$ cat src/source/cpuPkg.sv
// Core shared definitions
`default_nettype none
package cpuPkg;

   ////////////////////////////////////////
   // Sizes.
   ////////////////////////////////////////
   localparam int dataWidth = 16;                // Machine word.
   localparam int regCount  = 8;
   localparam int regAddrW  = $clog2(regCount);
   localparam int imemDepth = 256;               // Words, PC steps by 2.
   localparam int imemAddrW = $clog2(imemDepth);
   localparam logic [regAddrW-1:0] linkReg = 3'd7;

   // Opcodes, bits 15:11.
   localparam logic [4:0] opHalt  = 5'b00000;
   localparam logic [4:0] opNop   = 5'b00001;
   localparam logic [4:0] opJ     = 5'b00100;
   localparam logic [4:0] opJr    = 5'b00101;
   localparam logic [4:0] opJal   = 5'b00110;
   localparam logic [4:0] opAddi  = 5'b01000;
   localparam logic [4:0] opSubi  = 5'b01001;
   localparam logic [4:0] opXori  = 5'b01010;
   localparam logic [4:0] opAndni = 5'b01011;
   localparam logic [4:0] opBeqz  = 5'b01100;
   localparam logic [4:0] opBnez  = 5'b01101;
   localparam logic [4:0] opLbi   = 5'b11000;
   localparam logic [4:0] opRtype = 5'b11011;

   // R-type function codes.
   localparam logic [1:0] fnAdd  = 2'b00;
   localparam logic [1:0] fnSub  = 2'b01;
   localparam logic [1:0] fnXor  = 2'b10;
   localparam logic [1:0] fnAndn = 2'b11;

   // Destination register select.
   localparam logic [1:0] wrSelR    = 2'd0;    // rd of R view.
   localparam logic [1:0] wrSelI    = 2'd1;    // rd of I view.
   localparam logic [1:0] wrSelB    = 2'd2;    // rs, used by LBI.
   localparam logic [1:0] wrSelLink = 2'd3;    // r7.

   typedef enum logic [2:0] {aluAdd, aluSub, aluXor, aluAndn, aluPassB} aluOpT;

   ////////////////////////////////////////
   // Instruction word views.
   ////////////////////////////////////////
   typedef union packed {
      struct packed {logic [4:0] opcode; logic [2:0] rs, rt, rd; logic [1:0] func;} rView;
      struct packed {logic [4:0] opcode; logic [2:0] rs, rd; logic [4:0] imm5;} iView;
      struct packed {logic [4:0] opcode; logic [2:0] rs; logic [7:0] imm8;} bView;
      struct packed {logic [4:0] opcode; logic [10:0] disp11;} jView;
   } instrWord;

   typedef struct packed {
      logic halt, regWrite, useImm, zeroExt;
      logic isBranch, branchOnZero, isJump, isJr, link;
      aluOpT aluOp;
      logic [1:0] wrSel;
   } ctrlT;

   typedef struct packed {instrWord instr; logic [dataWidth-1:0] pc;} fetchOutT;

   typedef struct packed {
      ctrlT ctrl;
      logic [dataWidth-1:0] opA, opB, imm;
      logic [regAddrW-1:0] dest;
      logic [dataWidth-1:0] pc;
   } decodeOutT;

   typedef struct packed {logic en; logic [regAddrW-1:0] regIdx; logic [dataWidth-1:0] data;} wbT;

   typedef struct packed {
      logic valid;
      logic [dataWidth-1:0] pc;
      logic regWrite;
      logic [regAddrW-1:0] regIdx;
      logic [dataWidth-1:0] data;
   } commitT;

endpackage
`default_nettype wire

$ cat src/source/executeStage.sv
// Execute and commit
`default_nettype none
module executeStage (
   input  logic clk,
   input  logic rst,
   input  logic halted,
   input  cpuPkg::decodeOutT decodeIn,
   output cpuPkg::wbT wb,
   output cpuPkg::commitT commit
);
   import cpuPkg::*;

   logic [dataWidth-1:0] aluB, aluOut, wbData;

   ////////////////////////////////////////
   // ALU.
   ////////////////////////////////////////
   always_comb begin
      aluB = decodeIn.ctrl.useImm ? decodeIn.imm : decodeIn.opB;
      case (decodeIn.ctrl.aluOp)
         aluAdd:   aluOut = decodeIn.opA + aluB;
         aluSub:   aluOut = decodeIn.opA - aluB;  // rs minus rt or imm.
         aluXor:   aluOut = decodeIn.opA ^ aluB;
         aluAndn:  aluOut = decodeIn.opA & ~aluB;
         aluPassB: aluOut = aluB;
         default:  aluOut = decodeIn.opA + aluB;
      endcase
   end

   // JAL writes the return address.
   assign wbData = decodeIn.ctrl.link ? decodeIn.pc + dataWidth'(2) : aluOut;

   assign wb.en     = decodeIn.ctrl.regWrite;
   assign wb.regIdx = decodeIn.dest;
   assign wb.data   = wbData;

   ////////////////////////////////////////
   // Commit record, one cycle behind.
   ////////////////////////////////////////
   always_ff @(posedge clk) begin
      if (rst) commit.valid <= 1'b0;
      else     commit.valid <= !halted;    // HALT itself still commits.
   end

   always_ff @(posedge clk) begin
      commit.pc       <= decodeIn.pc;
      commit.regWrite <= wb.en;
      commit.regIdx   <= wb.regIdx;
      commit.data     <= wbData;
   end

   // Halt is sticky in fetch, so commits stay off.
   quietAfterHalt: assert property (@(posedge clk) disable iff (rst)
      halted |=> halted && !commit.valid)
      else $error("execute: commit after halt");

endmodule
`default_nettype wire

$ cat config.mk
export PLATFORM = sky130hd
export DESIGN_NAME = executeStage
export DESIGN_NICKNAME = d
export VERILOG_FILES = /design/src/source/cpuPkg.sv /design/src/source/executeStage.sv
export SDC_FILE = /design/constraint.sdc
export NUM_CORES = 1
export LEC_CHECK = 0
export BUFFER_PORTS_ARGS = -buffer_cell sky130_fd_sc_hd__buf_4
export CAP_MARGIN = 20
export CORE_MARGIN = 2
export CORE_UTILIZATION = 43
export DETAILED_ROUTE_END_ITERATION = 10
export PLACE_DENSITY = 0.77
export SYNTH_ARGS = -nofsm -noshare
export SYNTH_HDL_FRONTEND = slang
export SYNTH_SLANG_ARGS = --single-unit
$ cat constraint.sdc
create_clock -name clk -period 3.59 [get_ports clk]
set_input_delay 0.359 -clock clk [delete_from_list [all_inputs] [get_ports clk]]
set_output_delay 0.359 -clock clk [all_outputs]
set_load 0.05 [all_outputs]
-- After elaboration in Yosys (flattened, before gate mapping)
Cells that the tools add are included.
- equality and inequality tests: 4
- $add $sub $neg: 3
- muxes and demuxes: 3
- bitwise logic cells: 3
- reductions and logical operators: 1
- operator list (cell ; count):
    one-hot mux 16 bit (4 select lines) ; 1
    2-to-1 mux 16 bit ; 2
    adder 16 bit ; 1
    adder 16 x 2 -> 16 bit (second input constant) ; 1
    AND 16 bit ; 1
    inverter 16 bit ; 1
    subtractor 16 bit ; 1
    bitwise XOR 16 bit ; 1
    equality test 3 x 2 -> 1 bit (second input constant) ; 2
    equality test 3 x 1 -> 1 bit (second input constant) ; 1
    equality test 3 bit (second input constant) ; 1
    logical NOT 1 bit ; 1
- flip-flop bits (word level): 37
- output and inout bits: 57

-- Depth between registers and ports, before layout
- depth after elaboration: 5
- gate-level depth with buffers: 16
- mapped depth without buffers: 14

-- Worst setup path after synthesis
Ideal clock, no wire load.
- path kind: input to output
- start point: input decodeIn[78] (netlist bit)
- end point: output wb[13] (netlist bit)
- arrival: 4.244 ns
- stages: 15
- buffers on the path: 3
- path slack: -1.013 ns
- cell sequence: buf_6 -> buf_6 -> buf_2 -> mux2i_1 -> ha_1 -> nand3_1 -> o21ai_0 -> xnor2_1 -> ha_1 -> and4_1 -> a221oi_1 -> nand3_1 -> a31oi_1 -> xor2_1 -> o21ai_0
- RTL lines (element ; line ; RTL):
    start, declared ; executeStage.sv:7 ; input cpuPkg::decodeOutT decodeIn,
    end, declared ; executeStage.sv:8 ; output cpuPkg::wbT wb,

==> results.md <==
- Distinct cells, synth: 59
- Critical path buffers and inverters: 3
- Fraction of registers with async set/reset: 0
- ANT nets after route: 0
- Element type at the critical path start: primary input
- Synth area leaders: dfxtp_1 24%, ha_1 13%, xnor2_1 6.8%
- DR vias/cell: 5.25
- Req. time, crit path: 3230 ps
- Peak supply drop: 0.143 mV
- Final hold vios: 0
- Row Count: 30
- Root Buffer: clkbuf_8
- Crit-path slowest cell: a2111o_1
- Sequential share of the synthesized area: 0.240
- CORE AREA: just under 7000 µm²
- Slew HR: 0.530
- Clock buffer depth: 2
- Yosys top cell by area: dfxtp_1
- Ys Warns: 0
- CP top delay family: compound AO/OA/AOI/OAI gates
- Worst Setup End Kind: output pin
- P_leak: around 2.2 nW
- Ys flop type: dfxtp_1
- Sink Count: 37
- Combinational power share: 0.583
- Port Buffer Count: 132
- Path category of the worst min-delay check: in2reg
- Internal power: between 0.001 and 0.0015 W
- Inserted Diodes: 0
- CTS tree: yes
- Final setup vio count: 0
- Routed WL: ~9300 µm
- Peak Freq: between 200 and 300 MHz
- Sw Ratio: 0.424
- Clock-pin slew on the worst setup and hold paths: ~70 ps
- GRT overflow: 0
- Synth Area in XOR/XNOR: 0.111
- Cell repeated most along the worst path: buf_6
- CTS Buf Count: 5
- Initial Util: 0.450
- CP Cell Sequence: buf_6 > buf_6 > mux2i_4 > ha_4 > a21oi_4 > ha_1 > nor2b_1 > o31a_1 > o21ai_1 > nand2b_1 > xnor2_1 > a2111o_1 > o311ai_4 > buf_6
- FF+latch count, synth: 37
- Area growth syn-to-layout: 58.8%
- Synth Area per Inst: around 8.5 µm²
- # IOs: ~140
- Period utilization: 0.967
- Syn_nets: slightly below 500
- Post-synthesis compound-gate area fraction: 0.239
- Synth top area share: 0.240
- Tightest Pin Transition: 705 ps
- Busiest layer in global routing: met2
- Main combinational cell family by area after synthesis: compound AO/OA/AOI/OAI gates
- Post-CTS Hold Buffers: 0
- Clock network power share: 0.166
- Dpl ws: -93.5 ps
- Max reg flops: 37
- Largest net degree at the start of global routing: 36
- Mapped Cells: 365
- Layout filler cell count: between 500 and 600
- Via count: roughly 3300
- GRT met2 Usage: 0.403
- GR Layer Usage met1: 0.301
- Vias in the first global route: 3170
- Synth cell count leaders: 37 x dfxtp_1, 36 x a21oi_1, 33 x ha_1
- Total chip power: 0.00186 W
- Psw: 0.000790 W
- Mapped Area: just over 3000 µm²
- Max Cap Viol: 0
- Crit path arrival time: approximately 3100 ps
- Status: finished, final reports clean
- Die area: slightly below 8000 µm²
- Most common cell in the synthesized netlist: dfxtp_1
- Final Worst Setup Slack: ~120 ps
- Min cycle time layout: around 3500 ps
- Die Span Y: 88.7 µm
- Initial antenna violation count: 0
- Critical path type: in2out
- # H-tree levels: 2
- Drt pass-1 iters: 4
- Slew Viols, Final: 0
- Pwr Density: between 300 and 400 nW/µm²
- Share of post-route cells with drive strength above 1: 0.453
- Post-route DRC: 0
- CP Max Fanout: 6
- Die width: 88.7 µm
- Worst path max stage delay: 470 ps
- NumNets Final: 654
- Sequential Power Share: 0.251
- Detailed Place HPWL: 7350 µm
- Top flop regs: commit: 37 flops
- Post-synth EDFFs: 0
- Drt wl/cell: 14.8 µm
- Met3 Use GR: 0.0252
- Routability Congestion: a little over 0.8
- RSZ-0062 raised after global routing: true
- Post-synthesis adder-cell area fraction: 0.140
- Mux cell area share after synthesis: 0.0721
- Register bank with the most flops: commit
- First-pass GRT wire length: ~14000 µm
- Starting DRC count in detailed routing: 93
- Post-Synth Simple-Gate Area: 0.150
- Total Routing Usage GR: 0.230
-- per-stage QoR --
stage                     utilization  hold slack [ps]  area [µm²]  cells  setup TNS (ps)
after CTS                       0.684              187        4700    628               0
after global placement          0.664              474        4560    620            -144
after detailed placement        0.664              476        4560    620            -310
after global routing            0.714              179        4900    633           -64.1
after floorplan                     -              387        3230    365           -94.4
final                           0.714              189        4900    633               0
-- power groups by stage --
stage / registers [W] / clock network (W) / logic (W)
final: 0.000467 / 0.000310 / 0.00109
after global routing: 0.000470 / 0.000333 / 0.00117
after CTS: 0.000467 / 0.000311 / 0.00104
after global placement: 0.000474 / 0 / 0.00101
after floorplan: 0.000632 / 0 / 0.000524
after detailed placement: 0.000476 / 0 / 0.00103
-- logic make-up after synthesis --
logic type,Yosys count
AOI/OAI and AO/OA,116
and+or+nand+nor,90
xor gates and xnor gates,39
DFF,37
adders and majority gates,34
buffers and inverters,31
muxes,18
-- layout by cell type (no fill, tap or decap), types with 6 or more instances in the layout --
cell type,n
a21oi_1,32
xor2_1,15
nand3_1,8
nor2_1,29
inv_1,10
dfxtp_1,37
o22ai_1,15
buf_6,9
o21ai_0,11
nand2_1,17
a211oi_1,7
nor3_1,8
o21ai_1,6
mux2i_1,8
clkbuf_8,7
xnor2_1,22
buf_4,173
ha_1,32
a21o_1,7
-- path summary, 6_finish.rpt --
path                    startpoint  slack [ps]            endpoint  depth (start not counted)
worst max-delay path  decodeIn[78]         120               wb[5]                         14
worst min-delay path   decodeIn[0]         190  commit[20]$_DFF_P_                          1
-- area by class of cell --
cell class / instances / area [µm²] / share of cell area
sequential: 37 / 741 / 0.151
clock inverter: 1 / 5.00 / 0.00102
multi-input combinational: 297 / 2480 / 0.505
tap: 96 / 120 / 0.0245
clock buffer: 7 / 96.3 / 0.0196
inverter: 12 / 45.0 / 0.00919
timing repair buffer: 183 / 1420 / 0.290
-- routing by layer --
metal,part of all wire,up-vias,wire length [µm]
met1,0.45,1526,4190
met3,0.061,8,569
met2,0.48,115,4500
met4,0.0091,0,85
li1,-,1677,-
met5,0,-,0
-- repair_timing --
action,CTS,global route
hold endpoints to repair,0,0
setup buffers,0,5
pin swaps,6,20
setup endpoints to repair,6,10
cloned,0,0
gates resized for setup,8,38
Note: power is estimated with default switching activity, not from simulation.
