<file path="config.mk">
export PLATFORM = sky130hd
export DESIGN_NAME = decodeStage
export DESIGN_NICKNAME = d
export VERILOG_FILES = /design/src/source/cpuPkg.sv /design/src/source/controlDecoder.sv /design/src/source/decodeStage.sv /design/src/source/regFile.sv
export SDC_FILE = /design/constraint.sdc
export NUM_CORES = 1
export LEC_CHECK = 0
export BUFFER_PORTS_ARGS = -buffer_cell sky130_fd_sc_hd__clkbuf_2
export CAP_MARGIN = 5
export CORE_UTILIZATION = 40
export CTS_BUF_LIST = sky130_fd_sc_hd__clkbuf_2 sky130_fd_sc_hd__clkbuf_4 sky130_fd_sc_hd__clkbuf_8
export CTS_CLUSTER_DIAMETER = 40
export CTS_CLUSTER_SIZE = 28
export DETAILED_ROUTE_END_ITERATION = 7
export PLACE_DENSITY = 0.57
export SETUP_SLACK_MARGIN = 0.5
export SLEW_MARGIN = 20
export SYNTH_ARGS = -nofsm -noshare
export SYNTH_HDL_FRONTEND = slang
export SYNTH_SLANG_ARGS = --single-unit
</file>
<file path="constraint.sdc">
create_clock -name clk -period 5.6 [get_ports clk]
set_clock_uncertainty 0.2 [all_clocks]
set_input_delay 0.84 -clock clk [delete_from_list [all_inputs] [get_ports clk]]
set_output_delay 0.84 -clock clk [all_outputs]
set_load 0.01 [all_outputs]
</file>
<file path="src/source/cpuPkg.sv">
// Core shared definitions
`default_nettype none
package cpuPkg;

   ////////////////////////////////////////
   // Sizes.
   ////////////////////////////////////////
   localparam int dataWidth = 16;                // Machine word.
   localparam int regCount  = 8;
   localparam int regAddrW  = $clog2(regCount);
   localparam int imemDepth = 256;               // Words, PC steps by 2.
   localparam int imemAddrW = $clog2(imemDepth);
   localparam logic [regAddrW-1:0] linkReg = 3'd7;

   // Opcodes, bits 15:11.
   localparam logic [4:0] opHalt  = 5'b00000;
   localparam logic [4:0] opNop   = 5'b00001;
   localparam logic [4:0] opJ     = 5'b00100;
   localparam logic [4:0] opJr    = 5'b00101;
   localparam logic [4:0] opJal   = 5'b00110;
   localparam logic [4:0] opAddi  = 5'b01000;
   localparam logic [4:0] opSubi  = 5'b01001;
   localparam logic [4:0] opXori  = 5'b01010;
   localparam logic [4:0] opAndni = 5'b01011;
   localparam logic [4:0] opBeqz  = 5'b01100;
   localparam logic [4:0] opBnez  = 5'b01101;
   localparam logic [4:0] opLbi   = 5'b11000;
   localparam logic [4:0] opRtype = 5'b11011;

   // R-type function codes.
   localparam logic [1:0] fnAdd  = 2'b00;
   localparam logic [1:0] fnSub  = 2'b01;
   localparam logic [1:0] fnXor  = 2'b10;
   localparam logic [1:0] fnAndn = 2'b11;

   // Destination register select.
   localparam logic [1:0] wrSelR    = 2'd0;    // rd of R view.
   localparam logic [1:0] wrSelI    = 2'd1;    // rd of I view.
   localparam logic [1:0] wrSelB    = 2'd2;    // rs, used by LBI.
   localparam logic [1:0] wrSelLink = 2'd3;    // r7.

   typedef enum logic [2:0] {aluAdd, aluSub, aluXor, aluAndn, aluPassB} aluOpT;

   ////////////////////////////////////////
   // Instruction word views.
   ////////////////////////////////////////
   typedef union packed {
      struct packed {logic [4:0] opcode; logic [2:0] rs, rt, rd; logic [1:0] func;} rView;
      struct packed {logic [4:0] opcode; logic [2:0] rs, rd; logic [4:0] imm5;} iView;
      struct packed {logic [4:0] opcode; logic [2:0] rs; logic [7:0] imm8;} bView;
      struct packed {logic [4:0] opcode; logic [10:0] disp11;} jView;
   } instrWord;

   typedef struct packed {
      logic halt, regWrite, useImm, zeroExt;
      logic isBranch, branchOnZero, isJump, isJr, link;
      aluOpT aluOp;
      logic [1:0] wrSel;
   } ctrlT;

   typedef struct packed {instrWord instr; logic [dataWidth-1:0] pc;} fetchOutT;

   typedef struct packed {
      ctrlT ctrl;
      logic [dataWidth-1:0] opA, opB, imm;
      logic [regAddrW-1:0] dest;
      logic [dataWidth-1:0] pc;
   } decodeOutT;

   typedef struct packed {logic en; logic [regAddrW-1:0] regIdx; logic [dataWidth-1:0] data;} wbT;

   typedef struct packed {
      logic valid;
      logic [dataWidth-1:0] pc;
      logic regWrite;
      logic [regAddrW-1:0] regIdx;
      logic [dataWidth-1:0] data;
   } commitT;

endpackage
`default_nettype wire

</file>
<file path="src/source/controlDecoder.sv">
// Control decoder
`default_nettype none
module controlDecoder (
   input  cpuPkg::instrWord instr,
   output cpuPkg::ctrlT     ctrl
);
   import cpuPkg::*;

   always_comb begin
      // Defaults give a NOP.
      ctrl       = '0;
      ctrl.aluOp = aluAdd;
      ctrl.wrSel = wrSelR;
      case (instr.rView.opcode)
         opHalt: ctrl.halt = 1'b1;
         opNop: ;
         ////////////////////////////////////////
         // Immediate ALU ops.
         ////////////////////////////////////////
         opAddi, opSubi, opXori, opAndni: begin
            ctrl.regWrite = 1'b1;
            ctrl.useImm   = 1'b1;
            ctrl.wrSel    = wrSelI;
            // Logical ops take imm5 unsigned.
            ctrl.zeroExt  = instr.rView.opcode[1];
            case (instr.rView.opcode[1:0])
               2'b00:   ctrl.aluOp = aluAdd;
               2'b01:   ctrl.aluOp = aluSub;
               2'b10:   ctrl.aluOp = aluXor;
               default: ctrl.aluOp = aluAndn;
            endcase
         end
         opLbi: begin
            ctrl.regWrite = 1'b1;
            ctrl.useImm   = 1'b1;
            ctrl.aluOp    = aluPassB;    // Just the sign-extended imm8.
            ctrl.wrSel    = wrSelB;
         end
         opBeqz: begin
            ctrl.isBranch     = 1'b1;
            ctrl.branchOnZero = 1'b1;
         end
         opBnez: ctrl.isBranch = 1'b1;
         opJ:    ctrl.isJump = 1'b1;
         opJal: begin
            ctrl.isJump   = 1'b1;
            ctrl.link     = 1'b1;      // Writes PC+2.
            ctrl.regWrite = 1'b1;
            ctrl.wrSel    = wrSelLink;
         end
         opJr: begin
            ctrl.isJump = 1'b1;
            ctrl.isJr   = 1'b1;
         end
         opRtype: begin
            ctrl.regWrite = 1'b1;
            case (instr.rView.func)
               fnAdd:   ctrl.aluOp = aluAdd;
               fnSub:   ctrl.aluOp = aluSub;
               fnXor:   ctrl.aluOp = aluXor;
               fnAndn:  ctrl.aluOp = aluAndn;
               default: ctrl.aluOp = aluAdd;
            endcase
         end
         default: ;                    // Unknown, treated as NOP.
      endcase
   end

endmodule
`default_nettype wire

</file>
<file path="src/source/decodeStage.sv">
// Instruction decode
`default_nettype none
module decodeStage (
   input  logic clk,
   input  logic rst,
   input  cpuPkg::fetchOutT fetchIn,
   input  cpuPkg::wbT wb,
   output logic [cpuPkg::dataWidth-1:0] nextPc,
   output logic halt,
   output cpuPkg::decodeOutT decodeOut
);
   import cpuPkg::*;

   instrWord instr;
   ctrlT ctrl;
   logic [dataWidth-1:0] rdDataA, rdDataB, imm, pcPlus2;
   logic [regAddrW-1:0] destReg;
   logic taken;

   assign instr = fetchIn.instr;

   controlDecoder iCtrl (.instr(instr), .ctrl(ctrl));

   // rs and rt sit in the same bits in every view.
   regFile iRegFile (
      .clk(clk), .rst(rst),
      .rdRegA(instr.rView.rs), .rdRegB(instr.rView.rt),
      .rdDataA(rdDataA), .rdDataB(rdDataB),
      .wb(wb)
   );

   ////////////////////////////////////////
   // Immediate and destination.
   ////////////////////////////////////////
   always_comb begin
      if (ctrl.isJump && !ctrl.isJr)      // J, JAL.
         imm = {{(dataWidth-11){instr.jView.disp11[10]}}, instr.jView.disp11};
      else if (ctrl.isBranch || ctrl.isJr || ctrl.aluOp == aluPassB)
         imm = {{(dataWidth-8){instr.bView.imm8[7]}}, instr.bView.imm8};
      else if (ctrl.zeroExt)
         imm = {{(dataWidth-5){1'b0}}, instr.iView.imm5};
      else
         imm = {{(dataWidth-5){instr.iView.imm5[4]}}, instr.iView.imm5};
      case (ctrl.wrSel)
         wrSelI:  destReg = instr.iView.rd;
         wrSelB:  destReg = instr.bView.rs;  // LBI target.
         wrSelLink: destReg = linkReg;
         default: destReg = instr.rView.rd;
      endcase
   end

   // Next PC resolved here, not in execute.
   assign pcPlus2 = fetchIn.pc + dataWidth'(2);
   assign taken   = ctrl.isBranch && ((rdDataA == '0) == ctrl.branchOnZero);

   always_comb begin
      if (ctrl.isJr)                  nextPc = rdDataA + imm;
      else if (ctrl.isJump || taken)  nextPc = pcPlus2 + imm;
      else                            nextPc = pcPlus2;
   end

   assign halt = ctrl.halt;

   assign decodeOut.ctrl = ctrl;
   assign decodeOut.opA  = rdDataA;
   assign decodeOut.opB  = rdDataB;
   assign decodeOut.imm  = imm;
   assign decodeOut.dest = destReg;
   assign decodeOut.pc   = fetchIn.pc;

   brJmpExcl: assert property (@(posedge clk) disable iff (rst) !(ctrl.isBranch && ctrl.isJump))
      else $error("decode: branch and jump both set");

endmodule
`default_nettype wire

</file>
<file path="src/source/regFile.sv">
// Register file
`default_nettype none
module regFile (
   input  logic clk,
   input  logic rst,
   input  logic [cpuPkg::regAddrW-1:0] rdRegA,
   input  logic [cpuPkg::regAddrW-1:0] rdRegB,
   output logic [cpuPkg::dataWidth-1:0] rdDataA,
   output logic [cpuPkg::dataWidth-1:0] rdDataB,
   input  cpuPkg::wbT wb
);
   import cpuPkg::*;

   logic [dataWidth-1:0] regs [regCount];

   // One write port, lands at end of cycle.
   always_ff @(posedge clk) begin
      if (rst) begin
         for (int i = 0; i < regCount; i++) begin
            regs[i] <= '0;
         end
      end else if (wb.en) begin
         regs[wb.regIdx] <= wb.data;
      end
   end

   // Asynchronous reads.
   assign rdDataA = regs[rdRegA];
   assign rdDataB = regs[rdRegB];

endmodule
`default_nettype wire

</file>
==> Word level (Yosys, flattened, before mapping) <==
Memory sizes are Yosys's and may differ from the RTL's.
Index checks and enable logic that the tools add are counted.
{ "word_totals": {"out_inout_bits": 98, "regBits": 0, "ram_bits": 128, "elab_cells": 68, "memories": 1} }
{ "mem_list": {"columns": ["memory", "words", "word_bits", "read_ports", "rd_clocked_by_memory_dff", "wr", "line_no", "rtl"], "rows": [
  ["iRegFile.regs", 8, 16, 2, 0, 8, "regFile.sv:14", "logic [dataWidth-1:0] regs [regCount];"]
]} }
{ "classes": {"n_eq_ne": 21, "add_sub_neg": 3, "mux": 27, "n_reduce_logical": 16} }
{ "op_table": {"columns": ["operator", "count"], "rows": [
  ["two-way mux 16 bit", 6],
  ["adder 16 bit", 2],
  ["equality test 5 x 4 -> 1 bit (second input constant)", 6],
  ["one-hot mux 3 bit (3 select lines)", 2],
  ["adder 16 x 2 -> 16 bit (second input constant)", 1],
  ["zero test 16 bit", 1],
  ["OR reduction 16 bit", 1],
  ["equality test 5 x 3 -> 1 bit (second input constant)", 3],
  ["two-way mux 1 bit", 15],
  ["one-hot mux 2 bit (3 select lines)", 2],
  ["one-hot mux 3 bit (4 select lines)", 1],
  ["equality test 2 bit (second input constant)", 5],
  ["equality test 5 bit (second input constant)", 2],
  ["OR reduction 7 bit", 1],
  ["equality test 2 x 1 -> 1 bit (second input constant)", 3],
  ["zero test 5 bit", 1],
  ["OR reduction 5 bit", 1],
  ["zero test 2 bit", 2],
  ["OR reduction 4 bit", 1],
  ["equality test 3 bit (second input constant)", 1],
  ["logical OR 1 bit", 3],
  ["two-way mux 3 bit", 1],
  ["OR reduction 3 bit", 1],
  ["logical AND 1 bit", 2],
  ["3 further kinds", 3]
]} }

==> Depth between registers and ports, before layout <==
{ "depth": {"word_depth": 10, "ltp_mapped": 15, "mapped_depth_nobuf": 14} }

==> By module <==
Synthesis repeated with hierarchy kept, for this count alone.
{ "unflattened": {"hier_cells": 790, "hier_area_um2": 9549.2} }
{ "by_module_without_submodules": {"columns": ["mod", "cells_per_inst", "instances", "seq_area_each_um2", "area_each_um2"], "rows": [
  ["regFile", 430, 1, 3843.7, 7000.5],
  ["decodeStage", 328, 1, 0.0, 2337.2],
  ["controlDecoder", 32, 1, 0.0, 211.5]
]} }

==> Worst setup path before layout <==
OpenSTA, ideal clock, no wires.
{ "synth_path": {"path_kind": "in2out", "start": "in fetchIn[31] (netlist name)", "end": "out nextPc[15] (netlist name)", "required_time_ps": 4560, "path_buffers": 1, "arrival_ps": 4115, "setup_slack_ps": 445, "stages": 15, "cell_sequence": "clkbuf_1 -> nor3b_1 -> a31oi_1 -> o221ai_1 -> a21boi_1 -> o21a_1 -> ha_1 -> o21a_1 -> o2bb2ai_1 -> or3_1 -> o311ai_1 -> o41ai_1 -> xnor2_1 -> and4_1 -> a211oi_2"} }
{ "synth_rtl": {"columns": ["element", "line_no", "rtl"], "rows": [
  ["from (decl)", "decodeStage.sv:6", "input cpuPkg::fetchOutT fetchIn,"],
  ["to (decl)", "decodeStage.sv:8", "output logic [cpuPkg::dataWidth-1:0] nextPc,"]
]} }

==> Worst setup path after layout <==
{ "layout_path": {"start": "in fetchIn[24] (netlist name)", "end": "out nextPc[14] (netlist name)"} }
{ "layout_via": {"elab_chain_len": 7} }
{ "layout_rtl": {"columns": ["element", "line_no", "rtl"], "rows": [
  ["branches (longest 6 deep; another with memory read (8 x 16 bit))", null, null],
  ["two-way mux 16 bit *", "decodeStage.sv:57", "if (ctrl.isJr) nextPc = rdDataA + imm;"]
]} }
Mark *: on every way between the ends.

==> impl_metrics.csv <==
group,metric,value,unit
outcome,status,"finished, final reports clean",
power_and_ir_drop,power_leakage,4.36,nW
yosys,syn-instance-count,774,
yosys,async_flop_share,0,
cts,numCtsBuffers,17,
cts,cts.sinks,128,
sta,finalSetupTns,0,ns
cts,cts_tree,"done",
power_and_ir_drop,powerDensity,255,mW/mm2
min_path,hold_depth,2,
finish,num-fill-cells,2086,
finish,drive_gt1_frac,0.367,
finish,multiInputGateArea,0.00517,mm2
finish,largest-register,"iRegFile.regs",
yosys,synth_edf_count,128,
detailed_routing,routed_wirelength,26.1,mm
yosys,ys_ff_latch,128,
detailed_routing,wire_per_inst,21.5,um
power_and_ir_drop,peakVddDrop,0.000120,V
setup_path,cp.required,4.56,ns
sta,rsz0062_at_grt,"yes",
detailed_routing,vias_per_cell,5.47,
yosys,yosys-top-cells-count,"and2_1 (129), edfxtp_1 (128), mux4_2 (47)",
yosys,synth_top_flop_cell,"edfxtp_1",
min_path,min_to,"iRegFile.regs[1][1]",
power_and_ir_drop,total_power,0.00279,W
cts,clock_path_buffers,2,
yosys,synth.top_cell.area_share,0.413,
yosys,ys_warn_count,0,
setup_path,cp.arrival,3.94,ns
detailed_routing,dr.first_iter.drc_count,361,
sta,tightestPinTransition,1.07,ns
detailed_routing,drcViolationCount,0,
placement,dp_hpwl,18.3,mm
sta,clock.fmax,0.201,GHz
finish,regArea,0.00384,mm2
sta,min_period_over_period,0.889,
sta,slew-limit-headroom,0.288,
global_routing,grt_max_degree,34,
global_routing,grt_pass1_vias,6719,
floorplanning,die_height,154,um
finish,syn_to_final_growth,18.0,%
sta,setup_viol,0,
detailed_routing,ant_nets,0,
finish,nNetsFinal,1003,
cts,cts-root-buf,"clkbuf_8",
min_path,min_path_type,"primary input to flip-flop",
global_routing,grt_pass1_wl,39.3,mm
sta,hold_violations,0,
floorplanning,die_w,154,um
cts,postCtsHoldBufs,0,
yosys,yosys-top-cells-area,"edfxtp_1 (41%), mux4_2 (11%), and2_1 (8.7%)",
placement,gp_congestion,0.877,
yosys,yosysMostFrequentCell,"and2_1",
yosys,syn-num-nets,861,
min_path,hp-start,"wb[1]",
cts,path_clk_slew,0.09,ns
global_routing,track_usage,0.222,
yosys,synth_cell_type_count,58,
floorplanning,start_util,0.410,
job,cap_violations,0,
floorplanning,boundaryPins,152,
detailed_routing,drt-pass1-iter-count,4,
global_routing,grt-ovfl-total,0,
setup_path,crit_fanout,10,
floorplanning,core.rowCount,55,
finish,largest_registers,"iRegFile.regs: 128 flops",
setup_path,worst_setup_path_start_kind,"primary input",
setup_path,path_class,"primary input to output port",
yosys,syn_area,0.00930,mm2
yosys,avgSynthCellArea,12.0,um2
cts,htree_levels,4,
global_routing,antenna_found_initial,1,
floorplanning,core,0.0227,mm2
placement,io_buffers,151,
sta,period_needed,4.98,ns
yosys,synth_top_area_cell,"edfxtp_1",
yosys,seq_area_frac_synth,0.413,
detailed_routing,vias,6646,
sta,finalMaxSlewViolations,0,
floorplanning,die-area,0.0239,mm2
setup_path,cp-end-kind,"output port",
finish,largest_reg_flops,128,
## layout make-up
| type | instances | share of cell area |
|---|---|---|
| Multi-Input combinational cell | 560 | 0.471 |
| Sequential cell | 128 | 0.350 |
| Timing Repair Buffer | 187 | 0.101 |
| Tap cell | 285 | 0.0325 |
| Clock buffer | 18 | 0.0220 |
| Clock inverter | 14 | 0.0144 |
| Inverter | 22 | 0.00753 |
| Antenna cell | 2 | 0.000456 |
## critical path, stage by stage
cell and delay [ns]:
buf_12 0.12, mux4_2 0.53, mux2_4 0.30, ha_2 0.19
inv_1 0.07, fa_2 0.20, nor2b_1 0.06, o21ai_2 0.19
a21oi_2 0.10, o41a_1 0.43, a211o_1 0.35, a41oi_2 0.16
xor2_1 0.16, mux2i_1 0.09, buf_2 0.14
## cells in the final DEF, fill, tap and decap left out, types with 23 or more instances in the layout
| master | n |
|---|---|
| edfxtp_1 | 128 |
| mux4_2 | 48 |
| buf_4 | 32 |
| ha_1 | 26 |
| mux2_2 | 23 |
| nor2_1 | 30 |
| clkbuf_2 | 145 |
| nand2_1 | 30 |
| xnor2_1 | 25 |
| and2_1 | 129 |
| mux2i_1 | 45 |
## worst max-delay path by stage
stage / slack, ns / to / start
finish: 0.62 / nextPc[14] / fetchIn[24]
detailed placement: 0.12 / nextPc[15] / fetchIn[30]
global route: 0.46 / nextPc[14] / fetchIn[24]
floorplan: 0.55 / nextPc[15] / fetchIn[25]
global placement: 0.13 / nextPc[15] / fetchIn[30]
CTS: 0.45 / nextPc[15] / fetchIn[31]
## per-layer routing
metal	share of wire	vias to the layer above	global-route usage
met1	0.43	3262	0.279
met5	0	-	0
met3	0.051	14	0.0361
met2	0.51	197	0.393
met4	0.011	0	0.0651
li1	-	3173	-
## stage by stage
step	utilization	worst slack, ns	hold slack (ns)	std cells	cell area [um2]
2_1_floorplan	-	0.553	0.838	774	9300
5_1_grt	0.483	0.462	0.569	1215	11000
6_report	0.483	0.619	0.572	1216	11000
3_3_place_gp	0.450	0.128	1.01	1170	10200
4_1_cts	0.473	0.453	0.562	1205	10700
3_5_place_dp	0.450	0.117	1.02	1170	10200
## cells by family after synthesis
kind of cell | Yosys count | synth area share
and+or+nand+nor | 273 | 0.167
muxes | 128 | 0.223
DFF | 128 | 0.413
AOI/OAI and AO/OA | 86 | 0.0603
buffers and inverters | 86 | 0.0523
xor gates and xnor gates | 40 | 0.0377
adders and majority gates | 33 | 0.0460
## timing repair
| item | 4_1_cts | 5_1_grt |
|---|---|---|
| gates resized for setup | 16 | 41 |
| endpoints found under the hold margin | 0 | 0 |
| cloned | 1 | 0 |
| pin swaps | 3 | 9 |
| buffers inserted | 2 | 9 |
| setup endpoints to repair | 5 | 3 |
## report_power, final
part / internal (W) / switching (W) / leakage [nW]
logic: 0.000388 / 0.000454 / 2.94
clock network: 0.000408 / 0.000398 / 0.194
registers: 0.00112 / 0.0000317 / 1.23
No activity file was read; power rests on OpenSTA's default activity.
